## config.mk

```make
export PLATFORM = sky130hd
export DESIGN_NAME = lsu_top
export DESIGN_NICKNAME = d
export VERILOG_FILES = /design/src/lsu_pkg.sv /design/src/lsu_decode.sv /design/src/lsu_store_align.sv /design/src/lsu_load_format.sv /design/src/lsu_ctrl.sv /design/src/lsu_top.sv
export SDC_FILE = /design/constraint.sdc
export NUM_CORES = 1
export LEC_CHECK = 0
export ABC_AREA = 1
export BUFFER_PORTS_ARGS = -buffer_cell sky130_fd_sc_hd__buf_2
export CAP_MARGIN = 25
export CORE_MARGIN = 2
export CORE_UTILIZATION = 28
export CTS_BUF_LIST = sky130_fd_sc_hd__clkbuf_4
export CTS_CLUSTER_SIZE = 40
export DETAILED_ROUTE_END_ITERATION = 10
export GPL_TIMING_DRIVEN = 0
export PLACE_DENSITY = 0.47
export SYNTH_ARGS = -nofsm -noshare
export SYNTH_HDL_FRONTEND = slang
export SYNTH_SLANG_ARGS = --single-unit
```

## constraint.sdc

```tcl
create_clock -name aclk -period 3.5 [get_ports aclk]
set_input_delay 0.525 -clock aclk [delete_from_list [all_inputs] [get_ports aclk]]
set_output_delay 0.525 -clock aclk [all_outputs]
set_load 0.005 [all_outputs]
```

## src/lsu_pkg.sv

```systemverilog
/* Load/store unit shared definitions */

`default_nettype none

package lsu_pkg;

    //////////////////////////////
    // Widths
    //////////////////////////////

    // RV32 data and address width
    localparam int xlen       = 32;
    localparam int strb_w     = xlen / 8;
    localparam int reg_addr_w = 5;

    //////////////////////////////
    // Encodings
    //////////////////////////////

    // Major opcodes handled by the unit
    typedef enum logic [6:0] {
        op_load  = 7'b0000011,
        op_store = 7'b0100011
    } lsu_opcode_e;

    // Access size and sign, stores use the first three only
    typedef enum logic [2:0] {
        f3_byte   = 3'd0,
        f3_half   = 3'd1,
        f3_word   = 3'd2,
        f3_byte_u = 3'd4,
        f3_half_u = 3'd5
    } lsu_funct3_e;

    typedef enum logic [2:0] {
        st_idle,
        st_rd_addr,
        st_rd_data,
        st_wr_req,
        st_wr_resp
    } lsu_state_e;

    //////////////////////////////
    // Bundles
    //////////////////////////////

    // Decoded memory request
    typedef struct packed {
        logic                  is_store;
        lsu_funct3_e           funct3;
        logic [reg_addr_w-1:0] rd;
        logic [xlen-1:0]       addr;
    } lsu_req_t;

    // AXI4-lite signals driven by the master
    typedef struct packed {
        logic              awvalid;
        logic [xlen-1:0]   awaddr;
        logic              wvalid;
        logic [xlen-1:0]   wdata;
        logic [strb_w-1:0] wstrb;
        logic              bready;
        logic              arvalid;
        logic [xlen-1:0]   araddr;
        logic              rready;
    } axi_mst_t;

    // AXI4-lite signals driven by the memory
    typedef struct packed {
        logic            awready;
        logic            wready;
        logic            bvalid;
        logic [1:0]      bresp;
        logic            arready;
        logic            rvalid;
        logic [1:0]      rresp;
        logic [xlen-1:0] rdata;
    } axi_slv_t;

    // Register file write port
    typedef struct packed {
        logic                  wr;
        logic [reg_addr_w-1:0] addr;
        logic [xlen-1:0]       val;
    } rd_wr_t;

endpackage

`default_nettype wire

```

## src/lsu_decode.sv

```systemverilog
/* Load/store instruction decode */

`timescale 1ns/1ps
`default_nettype none

module lsu_decode (
    input  logic [lsu_pkg::xlen-1:0]       instr,
    output logic [lsu_pkg::reg_addr_w-1:0] rs1_addr,
    output logic [lsu_pkg::reg_addr_w-1:0] rs2_addr,
    input  logic [lsu_pkg::xlen-1:0]       rs1_val,
    output lsu_pkg::lsu_req_t              req,
    output logic                           is_mem_op,
    output logic                           misaligned
);
    import lsu_pkg::*;

    lsu_opcode_e     opcode;
    lsu_funct3_e     funct3;
    logic [11:0]     imm_i;
    logic [11:0]     imm_s;
    logic [11:0]     imm;
    logic [xlen-1:0] addr;

    //////////////////////////////
    // Instruction fields
    //////////////////////////////

    assign opcode   = lsu_opcode_e'(instr[6:0]);
    assign funct3   = lsu_funct3_e'(instr[14:12]);
    assign rs1_addr = instr[19:15];
    assign rs2_addr = instr[24:20];

    // I-type for loads, S-type splits the offset around rd
    assign imm_i = instr[31:20];
    assign imm_s = {instr[31:25], instr[11:7]};
    assign imm   = (opcode == op_store) ? imm_s : imm_i;

    // Effective address
    assign addr = rs1_val + {{(xlen-12){imm[11]}}, imm};

    assign is_mem_op = (opcode == op_load) || (opcode == op_store);

    //////////////////////////////
    // Alignment check
    //////////////////////////////

    always_comb begin
        misaligned = 1'b0;
        case (funct3)
            // Halfwords need an even address
            f3_half, f3_half_u: misaligned = addr[0];
            f3_word:            misaligned = |addr[1:0];
            default:            misaligned = 1'b0;
        endcase
        // Only memory ops can fault
        misaligned = misaligned & is_mem_op;
    end

    assign req = '{is_store: (opcode == op_store), funct3: funct3, rd: instr[11:7], addr: addr};

endmodule

`default_nettype wire

```

## src/lsu_store_align.sv

```systemverilog
/* Store lane placement */

`timescale 1ns/1ps
`default_nettype none

module lsu_store_align (
    input  lsu_pkg::lsu_funct3_e         funct3,
    input  logic [1:0]                   offset,
    input  logic [lsu_pkg::xlen-1:0]     rs2_val,
    output logic [lsu_pkg::xlen-1:0]     wdata,
    output logic [lsu_pkg::strb_w-1:0]   wstrb
);
    import lsu_pkg::*;

    logic [strb_w-1:0] base_strb;
    logic [4:0]        bit_shift;

    // Byte offset scaled to a bit shift
    assign bit_shift = {offset, 3'b000};

    //////////////////////////////
    // Data lanes
    //////////////////////////////

    // Low bytes of rs2 move up into the addressed lanes
    assign wdata = rs2_val << bit_shift;

    //////////////////////////////
    // Strobes
    //////////////////////////////

    always_comb begin
        case (funct3)
            f3_byte, f3_byte_u: base_strb = 4'b0001;
            f3_half, f3_half_u: base_strb = 4'b0011;
            // Word and anything else writes all lanes
            default:            base_strb = 4'b1111;
        endcase
    end

    // Same offset as the data
    assign wstrb = base_strb << offset;

endmodule

`default_nettype wire

```

## src/lsu_load_format.sv

```systemverilog
/* Load data extraction */

`timescale 1ns/1ps
`default_nettype none

module lsu_load_format (
    input  logic                           aclk,
    input  logic                           aresetn,
    input  logic                           rd_accept,
    input  lsu_pkg::lsu_funct3_e           funct3,
    input  logic [1:0]                     offset,
    input  logic [lsu_pkg::reg_addr_w-1:0] rd,
    input  logic [lsu_pkg::xlen-1:0]       rdata,
    output lsu_pkg::rd_wr_t                rd_wr
);
    import lsu_pkg::*;

    logic [xlen-1:0]       shifted;
    logic [xlen-1:0]       ext_val;
    logic                  wr_q;
    logic [reg_addr_w-1:0] rd_q;
    logic [xlen-1:0]       val_q;

    //////////////////////////////
    // Extraction
    //////////////////////////////

    // Addressed byte lands in bit 0
    assign shifted = rdata >> {offset, 3'b000};

    always_comb begin
        case (funct3)
            f3_byte:   ext_val = {{(xlen-8){shifted[7]}}, shifted[7:0]};
            f3_byte_u: ext_val = {{(xlen-8){1'b0}}, shifted[7:0]};
            f3_half:   ext_val = {{(xlen-16){shifted[15]}}, shifted[15:0]};
            f3_half_u: ext_val = {{(xlen-16){1'b0}}, shifted[15:0]};
            default:   ext_val = shifted;
        endcase
    end

    //////////////////////////////
    // RD write
    //////////////////////////////

    // One cycle pulse after the R handshake
    always_ff @(posedge aclk or negedge aresetn) begin
        if (!aresetn) begin
            wr_q <= 1'b0;
        end else begin
            wr_q <= rd_accept;
        end
    end

    always_ff @(posedge aclk) begin
        if (rd_accept) begin
            rd_q  <= rd;
            val_q <= ext_val;
        end
    end

    assign rd_wr = '{wr: wr_q, addr: rd_q, val: val_q};

endmodule

`default_nettype wire

```

## src/lsu_ctrl.sv

```systemverilog
/* Load/store control FSM */

`timescale 1ns/1ps
`default_nettype none

module lsu_ctrl (
    input  logic                           aclk,
    input  logic                           aresetn,
    input  logic                           instr_valid,
    output logic                           instr_ready,
    input  lsu_pkg::lsu_req_t              req,
    input  logic                           is_mem_op,
    input  logic                           misaligned,
    input  logic [lsu_pkg::xlen-1:0]       wdata,
    input  logic [lsu_pkg::strb_w-1:0]     wstrb,
    output lsu_pkg::axi_mst_t              axi_m,
    input  lsu_pkg::axi_slv_t              axi_s,
    output lsu_pkg::lsu_funct3_e           held_funct3,
    output logic [1:0]                     held_offset,
    output logic [lsu_pkg::reg_addr_w-1:0] held_rd,
    output logic                           rd_accept,
    output logic [1:0]                     exceptions
);
    import lsu_pkg::*;

    lsu_state_e        state;
    lsu_req_t          req_q;
    logic [xlen-1:0]   wdata_q;
    logic [strb_w-1:0] wstrb_q;
    logic              ready_q;
    logic              awvalid_q;
    logic              wvalid_q;
    logic              bready_q;
    logic              arvalid_q;
    logic              rready_q;
    logic              accept;
    logic              start;
    logic              aw_done;
    logic              w_done;

    assign accept = instr_valid && instr_ready;
    // Aligned memory ops go to the bus, everything else is dropped
    assign start  = accept && is_mem_op && !misaligned;

    // A channel is done once ready is seen or it was already taken
    assign aw_done = !awvalid_q || axi_s.awready;
    assign w_done  = !wvalid_q || axi_s.wready;

    //////////////////////////////
    // FSM
    //////////////////////////////

    always_ff @(posedge aclk or negedge aresetn) begin
        if (!aresetn) begin
            state     <= st_idle;
            ready_q   <= 1'b0;
            awvalid_q <= 1'b0;
            wvalid_q  <= 1'b0;
            bready_q  <= 1'b0;
            arvalid_q <= 1'b0;
            rready_q  <= 1'b0;
        end else begin
            case (state)
                st_idle: begin
                    ready_q <= 1'b1;
                    if (start) begin
                        ready_q <= 1'b0;
                        if (req.is_store) begin
                            // AW and W raised together
                            awvalid_q <= 1'b1;
                            wvalid_q  <= 1'b1;
                            state     <= st_wr_req;
                        end else begin
                            arvalid_q <= 1'b1;
                            state     <= st_rd_addr;
                        end
                    end
                end
                st_rd_addr: begin
                    if (axi_s.arready) begin
                        arvalid_q <= 1'b0;
                        rready_q  <= 1'b1;
                        state     <= st_rd_data;
                    end
                end
                st_rd_data: begin
                    if (axi_s.rvalid) begin
                        rready_q <= 1'b0;
                        ready_q  <= 1'b1;
                        state    <= st_idle;
                    end
                end
                st_wr_req: begin
                    if (axi_s.awready) awvalid_q <= 1'b0;
                    if (axi_s.wready) wvalid_q <= 1'b0;
                    // Response only after both halves are taken
                    if (aw_done && w_done) begin
                        bready_q <= 1'b1;
                        state    <= st_wr_resp;
                    end
                end
                st_wr_resp: begin
                    if (axi_s.bvalid) begin
                        bready_q <= 1'b0;
                        ready_q  <= 1'b1;
                        state    <= st_idle;
                    end
                end
                default: state <= st_idle;
            endcase
        end
    end

    // Request payload held for the whole transfer
    always_ff @(posedge aclk) begin
        if (start) begin
            req_q   <= req;
            wdata_q <= wdata;
            wstrb_q <= wstrb;
        end
    end

    //////////////////////////////
    // Outputs
    //////////////////////////////

    assign instr_ready = ready_q;

    assign axi_m = '{awvalid: awvalid_q, awaddr: req_q.addr, wvalid: wvalid_q,
                     wdata: wdata_q, wstrb: wstrb_q, bready: bready_q,
                     arvalid: arvalid_q, araddr: req_q.addr, rready: rready_q};

    assign held_funct3 = req_q.funct3;
    assign held_offset = req_q.addr[1:0];
    assign held_rd     = req_q.rd;

    // R handshake
    assign rd_accept = (state == st_rd_data) && rready_q && axi_s.rvalid;

    // Bit 0 load, bit 1 store
    assign exceptions[0] = accept && misaligned && !req.is_store;
    assign exceptions[1] = accept && misaligned && req.is_store;

endmodule

`default_nettype wire

```

## src/lsu_top.sv

```systemverilog
/* Load/store unit */

`timescale 1ns/1ps
`default_nettype none

module lsu_top (
    input  logic                           aclk,
    input  logic                           aresetn,
    // Instruction handshake
    input  logic                           instr_valid,
    output logic                           instr_ready,
    input  logic [lsu_pkg::xlen-1:0]       instr,
    output logic [1:0]                     exceptions,
    // Register file
    output logic [lsu_pkg::reg_addr_w-1:0] rs1_addr,
    input  logic [lsu_pkg::xlen-1:0]       rs1_val,
    output logic [lsu_pkg::reg_addr_w-1:0] rs2_addr,
    input  logic [lsu_pkg::xlen-1:0]       rs2_val,
    output lsu_pkg::rd_wr_t                rd_wr,
    // AXI4-lite master
    output lsu_pkg::axi_mst_t              axi_m,
    input  lsu_pkg::axi_slv_t              axi_s
);
    import lsu_pkg::*;

    lsu_req_t              req;
    logic                  is_mem_op;
    logic                  misaligned;
    logic [xlen-1:0]       wdata;
    logic [strb_w-1:0]     wstrb;
    lsu_funct3_e           held_funct3;
    logic [1:0]            held_offset;
    logic [reg_addr_w-1:0] held_rd;
    logic                  rd_accept;

    //////////////////////////////
    // Decode and store lanes
    //////////////////////////////

    lsu_decode i_decode (
        .instr      (instr),
        .rs1_addr   (rs1_addr),
        .rs2_addr   (rs2_addr),
        .rs1_val    (rs1_val),
        .req        (req),
        .is_mem_op  (is_mem_op),
        .misaligned (misaligned)
    );

    lsu_store_align i_store_align (
        .funct3  (req.funct3),
        .offset  (req.addr[1:0]),
        .rs2_val (rs2_val),
        .wdata   (wdata),
        .wstrb   (wstrb)
    );

    //////////////////////////////
    // Control and load return
    //////////////////////////////

    lsu_ctrl i_ctrl (
        .aclk        (aclk),
        .aresetn     (aresetn),
        .instr_valid (instr_valid),
        .instr_ready (instr_ready),
        .req         (req),
        .is_mem_op   (is_mem_op),
        .misaligned  (misaligned),
        .wdata       (wdata),
        .wstrb       (wstrb),
        .axi_m       (axi_m),
        .axi_s       (axi_s),
        .held_funct3 (held_funct3),
        .held_offset (held_offset),
        .held_rd     (held_rd),
        .rd_accept   (rd_accept),
        .exceptions  (exceptions)
    );

    // Uses the request held by the FSM
    lsu_load_format i_load_format (
        .aclk      (aclk),
        .aresetn   (aresetn),
        .rd_accept (rd_accept),
        .funct3    (held_funct3),
        .offset    (held_offset),
        .rd        (held_rd),
        .rdata     (axi_s.rdata),
        .rd_wr     (rd_wr)
    );

endmodule

`default_nettype wire

```

==> Word level (Yosys, flattened, before mapping) <==
Cells that the tools add are included.
{ "op_classes": {"addsub": 1, "eq_ne": 22, "shift": 3, "muxes": 31, "bitwise_logic": 1, "reduce_logical": 34} }
{ "ops": {"columns": ["cell", "count"], "rows": [
  ["32-bit case mux with 4 select lines", 1],
  ["32-bit adder", 1],
  ["32-bit by 5-bit << shifter with 32-bit output", 1],
  ["32-bit by 5-bit right shift with 32-bit output", 1],
  ["3-bit equality test, second input constant", 5],
  ["3-bit 2-to-1 mux", 5],
  ["3-bit case mux with 5 select lines", 1],
  ["1-bit 2-to-1 mux", 14],
  ["2-bit != test, second input constant", 6],
  ["1-bit case mux with 2 select lines", 6],
  ["4-bit AND reduction", 3],
  ["3-bit by 1-bit equality test with 1-bit output, second input constant", 3],
  ["3-bit by 2-bit equality test with 1-bit output, second input constant", 3],
  ["1-bit logical AND", 9],
  ["3-bit zero test", 3],
  ["3-bit AND reduction", 3],
  ["4-bit case mux with 2 select lines", 1],
  ["2-bit nonzero test", 4],
  ["7-bit by 2-bit equality test with 1-bit output, second input constant", 1],
  ["7-bit by 6-bit equality test with 1-bit output, second input constant", 1],
  ["2-bit by 1-bit != test with 1-bit output, second input constant", 3],
  ["2-bit OR reduction", 3],
  ["5-bit 2-to-1 mux", 1],
  ["5-bit AND reduction", 1],
  ["7 further kinds", 12]
]} }
{ "totals": {"regBits": 123, "inputBits": 140, "output_inout_bits": 156, "wordCells": 107} }

==> Logic depth before layout (Yosys ltp) <==
Gate-level depths: netlist (run 1).
{ "depth": {"ltp_word": 10, "mapped_depth": 20, "depth_no_buf": 19} }

==> Hierarchy <==
From an unflattened synthesis (run 1), not the netlist that was laid out.
{ "unflattened": {"cells_unflattened": 1109, "area_unflattened_um2": 8444.3} }
{ "by_module_without_submodules": {"columns": ["mod", "instances", "cells_per_inst", "area_each_um2", "seq_area_each_um2"], "rows": [
  ["lsu_ctrl", 1, 191, 3125.5, 2507.4],
  ["lsu_decode", 1, 542, 2617.5, 0.0],
  ["lsu_load_format", 1, 204, 1954.4, 1136.1],
  ["lsu_store_align", 1, 172, 747.0, 0.0]
]} }

==> Worst setup path after synthesis (run 1) <==
Ideal clock, no wire load.
{ "synth_path": {"kind": "input port to flip-flop", "start": "in instr[4] (netlist name)", "end": "reg i_ctrl.awvalid_q", "setup_ps": 65, "t_arrival_ps": 3653, "required_ps": 3435, "path_slack_ps": -218, "cell_stages": 20, "n_path_buf": 1, "cell_sequence": "nor2_1 > nand2_1 > nor2_1 > inv_2 > nor2_4 > inv_2 > nand2_1 > nand2_1 > ha_1 > fa_1 > buf_2 > inv_2 > nand2_2 > nand3_1 > nand3_1 > inv_2 > nand3_1 > nand2_1 > nand2_1 > nand2_1"} }
{ "synth_rtl": {"columns": ["item", "line", "source"], "rows": [
  ["start: declaration", "lsu_top.sv:12", "input logic [lsu_pkg::xlen-1:0] instr,"],
  ["end signal: assignment", "lsu_ctrl.sv:57", "awvalid_q <= 1'b0;"],
  ["end signal: assignment", "lsu_ctrl.sv:70", "awvalid_q <= 1'b1;"],
  ["end signal: assignment", "lsu_ctrl.sv:94", "if (axi_s.awready) awvalid_q <= 1'b0;"],
  ["end: declaration", "lsu_ctrl.sv:31", "logic awvalid_q;"]
]} }

==> run metrics, run 1 <==
Synth Area in Simple Gates=23.2%; min cycle time layout=around 3400 ps; fmax=around 300 MHz; Crit Reg-Reg Endpoint=i_load_format.val_q[13]; hold wc startpoint=instr[11]; CTS sink cnt=between 100 and 150; CP arrival=2850 ps; worst vdd ir=about 0.18 mV; DP Worst Slack=-994 ps; die width=172 um; IO Count=around 300; first-pass GRT wire length=37200 um; WS Path Type=in -> out; Hold Path Stages=1; Mean Syn Cell Area=approximately 8 um^2; Cell Area, Synth=approximately 0.008 mm^2; post-synth top area share=42.8%; Post-Synth Adder-Cell Area=under 10%; setup TNS=0 ps; outcome=completed; top layer in use=met4; slowest stage cell, crit path=fa_2; clock slew at reported path FFs=150 ps; Setup crit end kind=primary output; reg2reg start=i_ctrl.state[2]; Fillers=slightly above 3000; Post-Syn Nets=around 1200; CP Data Required Time=slightly below 3000 ps; DRC=0; antenna-violating nets left=0; Vias=7301; multiplexer area fraction after synthesis=less than 1%; area of the multi-input gates=around 0.0033 mm^2; sequential fraction of the synthesis area=between 40 and 50%; final hold violation count=0; CP startpoint kind=input pin; largest stage delay on the critical path=~590 ps; nets=about 1500; routed wire length=24600 um; Rows=a little over 60; Placement Cell Area=roughly 0.0099 mm^2; LEAKAGE=roughly 5.3 nW; clock latency at the later pin of the worst-skew pair=530 ps; pwr dens=about 340 mW/mm^2; number of global-route vias before repair=about 7000; average wire per standard cell=14.5 um; Hold Path Class=in -> reg; met3 wire length=between 1000 and 1500 um; largest buffer count on any clock path=2; Core Box Area=0.0278 mm^2; R2R cell count=4; CTS tree=yes; PortBufs=approximately 290; max-slew violation count=0; end of the worst hold path=i_ctrl.held_rd[4]; max_cap viols=0; Synth Register Bits=between 100 and 150; Die Area=a little under 0.03 mm^2; DRT met1 WL=roughly 11000 um; period utilization=between 90% and 100%; crit-path cells=buf_2, nor2_2, nand2_1, nor2_4, inv_2, nor2_4, inv_4, nand2_1, nand2_2, ha_4, fa_2, buf_6, inv_2, nand2_8, nand3_4, nand3b_1, nor2_1, buf_2; Starting Density=28.5%; drt first pass iters=5; Synth Area in Compound Gates=9.73%; Synth area leaders=edfxtp_1 (43%), nand2_1 (16%), inv_1 (6.8%); xor and xnor area share after synthesis=1.77%; clock buffer count from CTS=17; largest net degree at the start of global routing=45; Power, Total=about 0.0035 W; aggregate global routing overflow=0; Met2 Routed Length=between 10000 and 15000 um; Die H=between 150 and 200 um; number of antenna violations at the first check in global routing=1; synth-to-layout area growth=29.9%; Worst Max-Slew Pin Slew=around 580 ps; Worst Skew=about 30 ps; post-DR vias/cell=~4.3; routability cong.=around 0.86; Finished Cell Area=around 0.01 mm^2; share of layout cells above drive strength 1=about a third; post-synth top area cell=edfxtp_1; Distinct cells, synth=43; final setup violation count=0; Post-DP HPWL=around 20000 um; starting DRC count in detailed routing=about 350; Rel. slew slack=61.4%; peak fanout along the critical path=7; H-tree depth=4; Tot GR Track Use=between 15 and 20%; Synth Instances=990; sequential cell area=between 0.003 and 0.004 mm^2; final worst setup slack=127 ps; R2R setup slack=~1600 ps; CTS root buffer=clkbuf_4; Synth warnings=0; largest family of logic cells by synthesized area=simple AND/OR/NAND/NOR gates
-- report_power, final --
group | switching [W] | leakage, nW | internal, W
combinational | 0.000459 | 4.02 | 0.000287
sequential | 0.00000510 | 1.16 | 0.00164
clock | 0.000690 | 0.149 | 0.000380
total | 0.00115 | 5.33 | 0.00231
-- cells in the mapped netlist (all sizes together) --
master	instances
buf	57
o31ai	1
a21oi	51
xnor2	1
clkbuf	10
a221o	4
or2	1
a21o	1
nand3	30
dfrtp	10
mux2i	7
edfxtp	113
nor2	78
inv	152
nand4	1
ha	31
o22ai	8
a21boi	1
fa	1
o21ai	46
xor2	15
nor3b	1
nand3b	1
clkinv	2
o21bai	2
a22oi	13
nor3	9
nand2	343
-- layer usage --
layer  up-vias  global-route usage [%]
li1       3770                       -
met1      3316                    20.7
met2       200                    29.1
met3        15                    3.41
met4         0                    3.76
met5         -                       0
-- final cells by class --
| type | instances | area share, % |
|---|---|---|
| Antenna cell | 2 | 0.0486 |
| Buffer | 67 | 4.57 |
| Clock buffer | 17 | 1.24 |
| Clock inverter | 15 | 1.47 |
| Inverter | 154 | 5.71 |
| Multi-Input combinational cell | 646 | 32.0 |
| Sequential cell | 123 | 35.4 |
| Tap cell | 378 | 4.60 |
| Timing Repair Buffer | 295 | 15.0 |
-- metrics by stage --
step | utilization (%) | std cells | hold slack [ps]
2_1_floorplan | - | 990 | 229
3_3_place_gp | 35.4 | 1654 | 402
3_5_place_dp | 35.6 | 1656 | 408
4_1_cts | 36.9 | 1693 | 96.6
5_1_grt | 37.0 | 1697 | 73.2
6_report | 37.0 | 1697 | 163
-- how the worst max path moves through the flow --
stage / start / endpoint / slack, ps / cells past startpoint
2_1_floorplan: instr[4] / i_ctrl.awvalid_q / 110 / 20
3_3_place_gp: instr[4] / i_ctrl.awvalid_q / -1180 / 21
6_report: instr[3] / exceptions[1] / 130 / 18
4_1_cts: instr[3] / exceptions[1] / 10 / 18
3_5_place_dp: instr[3] / i_ctrl.awvalid_q / -990 / 22
5_1_grt: instr[3] / exceptions[0] / -10 / 18
-- cell usage in the layout (no fill, tap or decap), types with 4 or more instances in the layout --
master / Yosys / layout
edfxtp_1: 113 / 113
o21ai_1: 8 / 8
o21ai_0: 28 / 28
a221o_1: 4 / 4
nor2_1: 76 / 73
nor2_4: 2 / 4
a22oi_1: 12 / 12
mux2i_1: 7 / 7
ha_1: 31 / 30
o22ai_1: 8 / 8
nor3_1: 9 / 9
xor2_1: 15 / 15
a21oi_1: 50 / 50
o21ai_2: 10 / 10
buf_2: 4 / 289
inv_1: 143 / 143
inv_6: 0 / 8
dfrtp_1: 10 / 10
nand3_1: 30 / 29
buf_4: 49 / 55
inv_2: 8 / 6
clkbuf_1: 8 / 8
clkbuf_4: 1 / 18
nand2_1: 338 / 337
-- logic make-up after synthesis --
family | count (synthesis)
flip-flops | 123
AO/OA/AOI/OAI | 127
buffers and inverters | 221
XOR/XNOR | 16
adder cells (fa/ha/maj) | 32
AND/OR/NAND/NOR | 464
multiplexers | 7
-- sequential cells by signal, summed over array words and instances (netlist names) --
register	count
i_ctrl.arvalid_q	1
i_ctrl.awvalid_q	1
i_ctrl.axi_m	32
i_ctrl.bready_q	1
i_ctrl.held_funct3	3
i_ctrl.held_rd	5
i_ctrl.instr_ready	1
i_ctrl.rready_q	1
i_ctrl.state	3
i_ctrl.wdata_q	32
i_ctrl.wstrb_q	4
i_ctrl.wvalid_q	1
i_load_format.rd_q	5
i_load_format.val_q	32
i_load_format.wr_q	1
-- what timing repair did --
item                                   CTS  global route
gates resized for setup                 11             3
setup buffers                            4             2
hold buffers                             1             0
setup endpoints to repair               81             2
endpoints found under the hold margin   10             0
pin swaps                                3             5
-- critical path, delay by kind of cell --
family / cells / cell delay, ps
fa+ha+maj: 2 / 760
buf+inv: 6 / 510
simple gates: 10 / 1020
(Power assumes the default switching activity.)
==> run 2: changes to the inputs <==
- PLACE_DENSITY: 0.47 -> 0.61
==> run 2 against run 1 <==
Critical path depth shrank 1. Global-route usage is 0.79 points lower. First-iteration DRC count rose by 38%. Largest power group unchanged. Critical path type unchanged. Core utilization fell by 0.17 points. Routed wire length is 1.7% lower. Highest routed layer is now met5. Design area fell by 0.46%. Largest cell class unchanged.
==> run metrics, run 2 (synthesis gave the netlist of run 1 again) <==
fmax=304 MHz (+2.4%); H-tree depth=4 (unchanged); min cycle time layout=3290 ps (-78.0 ps); R2R setup slack=1660 ps (+50 ps); most frequent cells in the layout=nand2_1 (338), buf_2 (289), inv_1 (143); number of global-route vias before repair=6792 (-3.1%); LEAKAGE=5.31 nW (-0.46%); Crit path max-delay family=simple AND/OR/NAND/NOR gates; share of layout cells above drive strength 1=31.6% (-0.44 points); DP Worst Slack=-1090 ps (-94.3 ps); CP Data Required Time=2970 ps (about the same); peak fanout along the critical path=7 (unchanged); Post-DP HPWL=19100 um (-2.9%); reg2reg start=i_ctrl.axi_m[1]; starting DRC count in detailed routing=479 (+38%); max-slew violation count=0 (unchanged); CTS sink cnt=123 (unchanged); number of antenna violations at the first check in global routing=2 (+1); DRT met1 WL=10500 um (-4.1%); CP arrival=2770 ps (-80 ps); die width=172 um (unchanged); met3 wire length=1530 um (+20%); Worst Max-Slew Pin Slew=499 ps (-80.5 ps); DRC=0 (unchanged); Crit path depth=17 (-1); final setup violation count=0 (unchanged); Setup crit end kind=primary output; pwr dens=338 mW/mm^2 (+0.57%); PortBufs=286 (unchanged); crit-path cells=buf_2, nor2_1, nand2_1, nor2_4, inv_2, nor2_4, inv_2, nand2_1, nand2_1, ha_2, fa_2, inv_2, nand2_8, nand3_4, nand3b_1, nor2_1, buf_2; Rows=61 (unchanged); final hold violation count=0 (unchanged); Tot GR Track Use=15.7% (-0.79 points); critical path launch point=instr[3]; max_cap viols=0 (unchanged); clock latency at the later pin of the worst-skew pair=520 ps (about the same); post-DR vias/cell=4.37 (+1.7%); commonest non-fill, non-tap cell in the layout=nand2_1; setup TNS=0 ps (unchanged); slowest stage cell, crit path=fa_2; CTS root buffer=clkbuf_4; Setup crit end=exceptions[0]; largest buffer count on any clock path=2 (unchanged); aggregate global routing overflow=0 (unchanged); top layer in use=met5; synth-to-layout area growth=29.3%; largest net degree at the start of global routing=80 (+78%); Core Box Area=0.0278 mm^2 (unchanged); drt first pass iters=7 (+2); worst hold slack=202 ps (+39.0 ps); Met2 Routed Length=11800 um (-3.3%); routed wire length=24200 um (-1.7%); Worst Skew=19.3 ps (-10.3 ps); worst vdd ir=0.171 mV (-4.8%); clock buffer count from CTS=17 (unchanged); Starting Density=28.5% (unchanged); Vias=7400 (+1.4%); routability cong.=0.889 (+3.2%); nets=1472 (-0.27%); final worst setup slack=205 ps (+78.0 ps); clock slew at reported path FFs=120 ps (-30 ps); outcome=completed; Rel. slew slack=66.5% (+5.1 points); antenna-violating nets left=0 (unchanged); Crit Reg-Reg Endpoint=i_load_format.val_q[8]; Die H=172 um (unchanged); largest stage delay on the critical path=600 ps (about the same); period utilization=94.1% (-2.2 points); Bufs and invs on worst path=5 (-1); Hold Path Class=in -> reg; CTS tree=yes; R2R cell count=5 (+1); WS Path Type=in -> out; Power, Total=0.00347 W (+0.11%); average wire per standard cell=14.3 um (-1.4%); first-pass GRT wire length=35500 um (-4.5%); CP startpoint kind=input pin; Die Area=0.0296 mm^2 (unchanged); RSZ-0062 raised after global routing=no; IO Count=296 (unchanged)
-- run 2: cell type report --
type                       count  area, um^2
timing repair buffer         292        1510
clock buffer                  17         128
sequential                   123        3640
multi-input combinational    646        3280
inverter                     154         586
clock inverter                15         165
antenna                        1        2.50
fill                        3011       17500
tap                          378         473
buffer                        66         459
-- run 2: repair_timing --
item                       in CTS  in global routing
setup endpoints to repair      83                  2
buffers inserted                2                  1
hold endpoints to repair       10                  0
pin swaps                       2                  2
hold buffers                    1                  0
gates resized for setup         7                  1
-- run 2: worst min path at each step --
stage	cells past startpoint	slack [ps]	start	end
5_1_grt	1	120	instr[9]	i_ctrl.held_rd[2]
3_5_place_dp	1	410	aresetn	i_load_format.wr_q
3_3_place_gp	1	410	aresetn	i_load_format.wr_q
2_1_floorplan	0	230	aresetn	i_ctrl.arvalid_q
4_1_cts	1	120	instr[11]	i_ctrl.held_rd[4]
6_report	1	200	instr[11]	i_ctrl.held_rd[4]
-- run 2: per-layer routing --
layer,vias to the layer above,GRT usage [%]
met1,3354,19.5
li1,3763,-
met4,4,4.60
met2,256,27.2
met5,-,0
met3,23,3.52
-- run 2: stage by stage --
step / utilization [%] / area, um^2 / cells
2_1_floorplan: - / 7920 / 990
3_3_place_gp: 35.4 / 9830 / 1654
3_5_place_dp: 35.5 / 9850 / 1655
4_1_cts: 36.7 / 10200 / 1689
5_1_grt: 36.9 / 10200 / 1691
6_report: 36.9 / 10200 / 1692
-- run 2: power by group --
| group | switching (W) | internal, W | total (W) |
|---|---|---|---|
| sequential | 0.00000538 | 0.00164 | 0.00165 |
| clock | 0.000646 | 0.000438 | 0.00108 |
| combinational | 0.000456 | 0.000281 | 0.000736 |
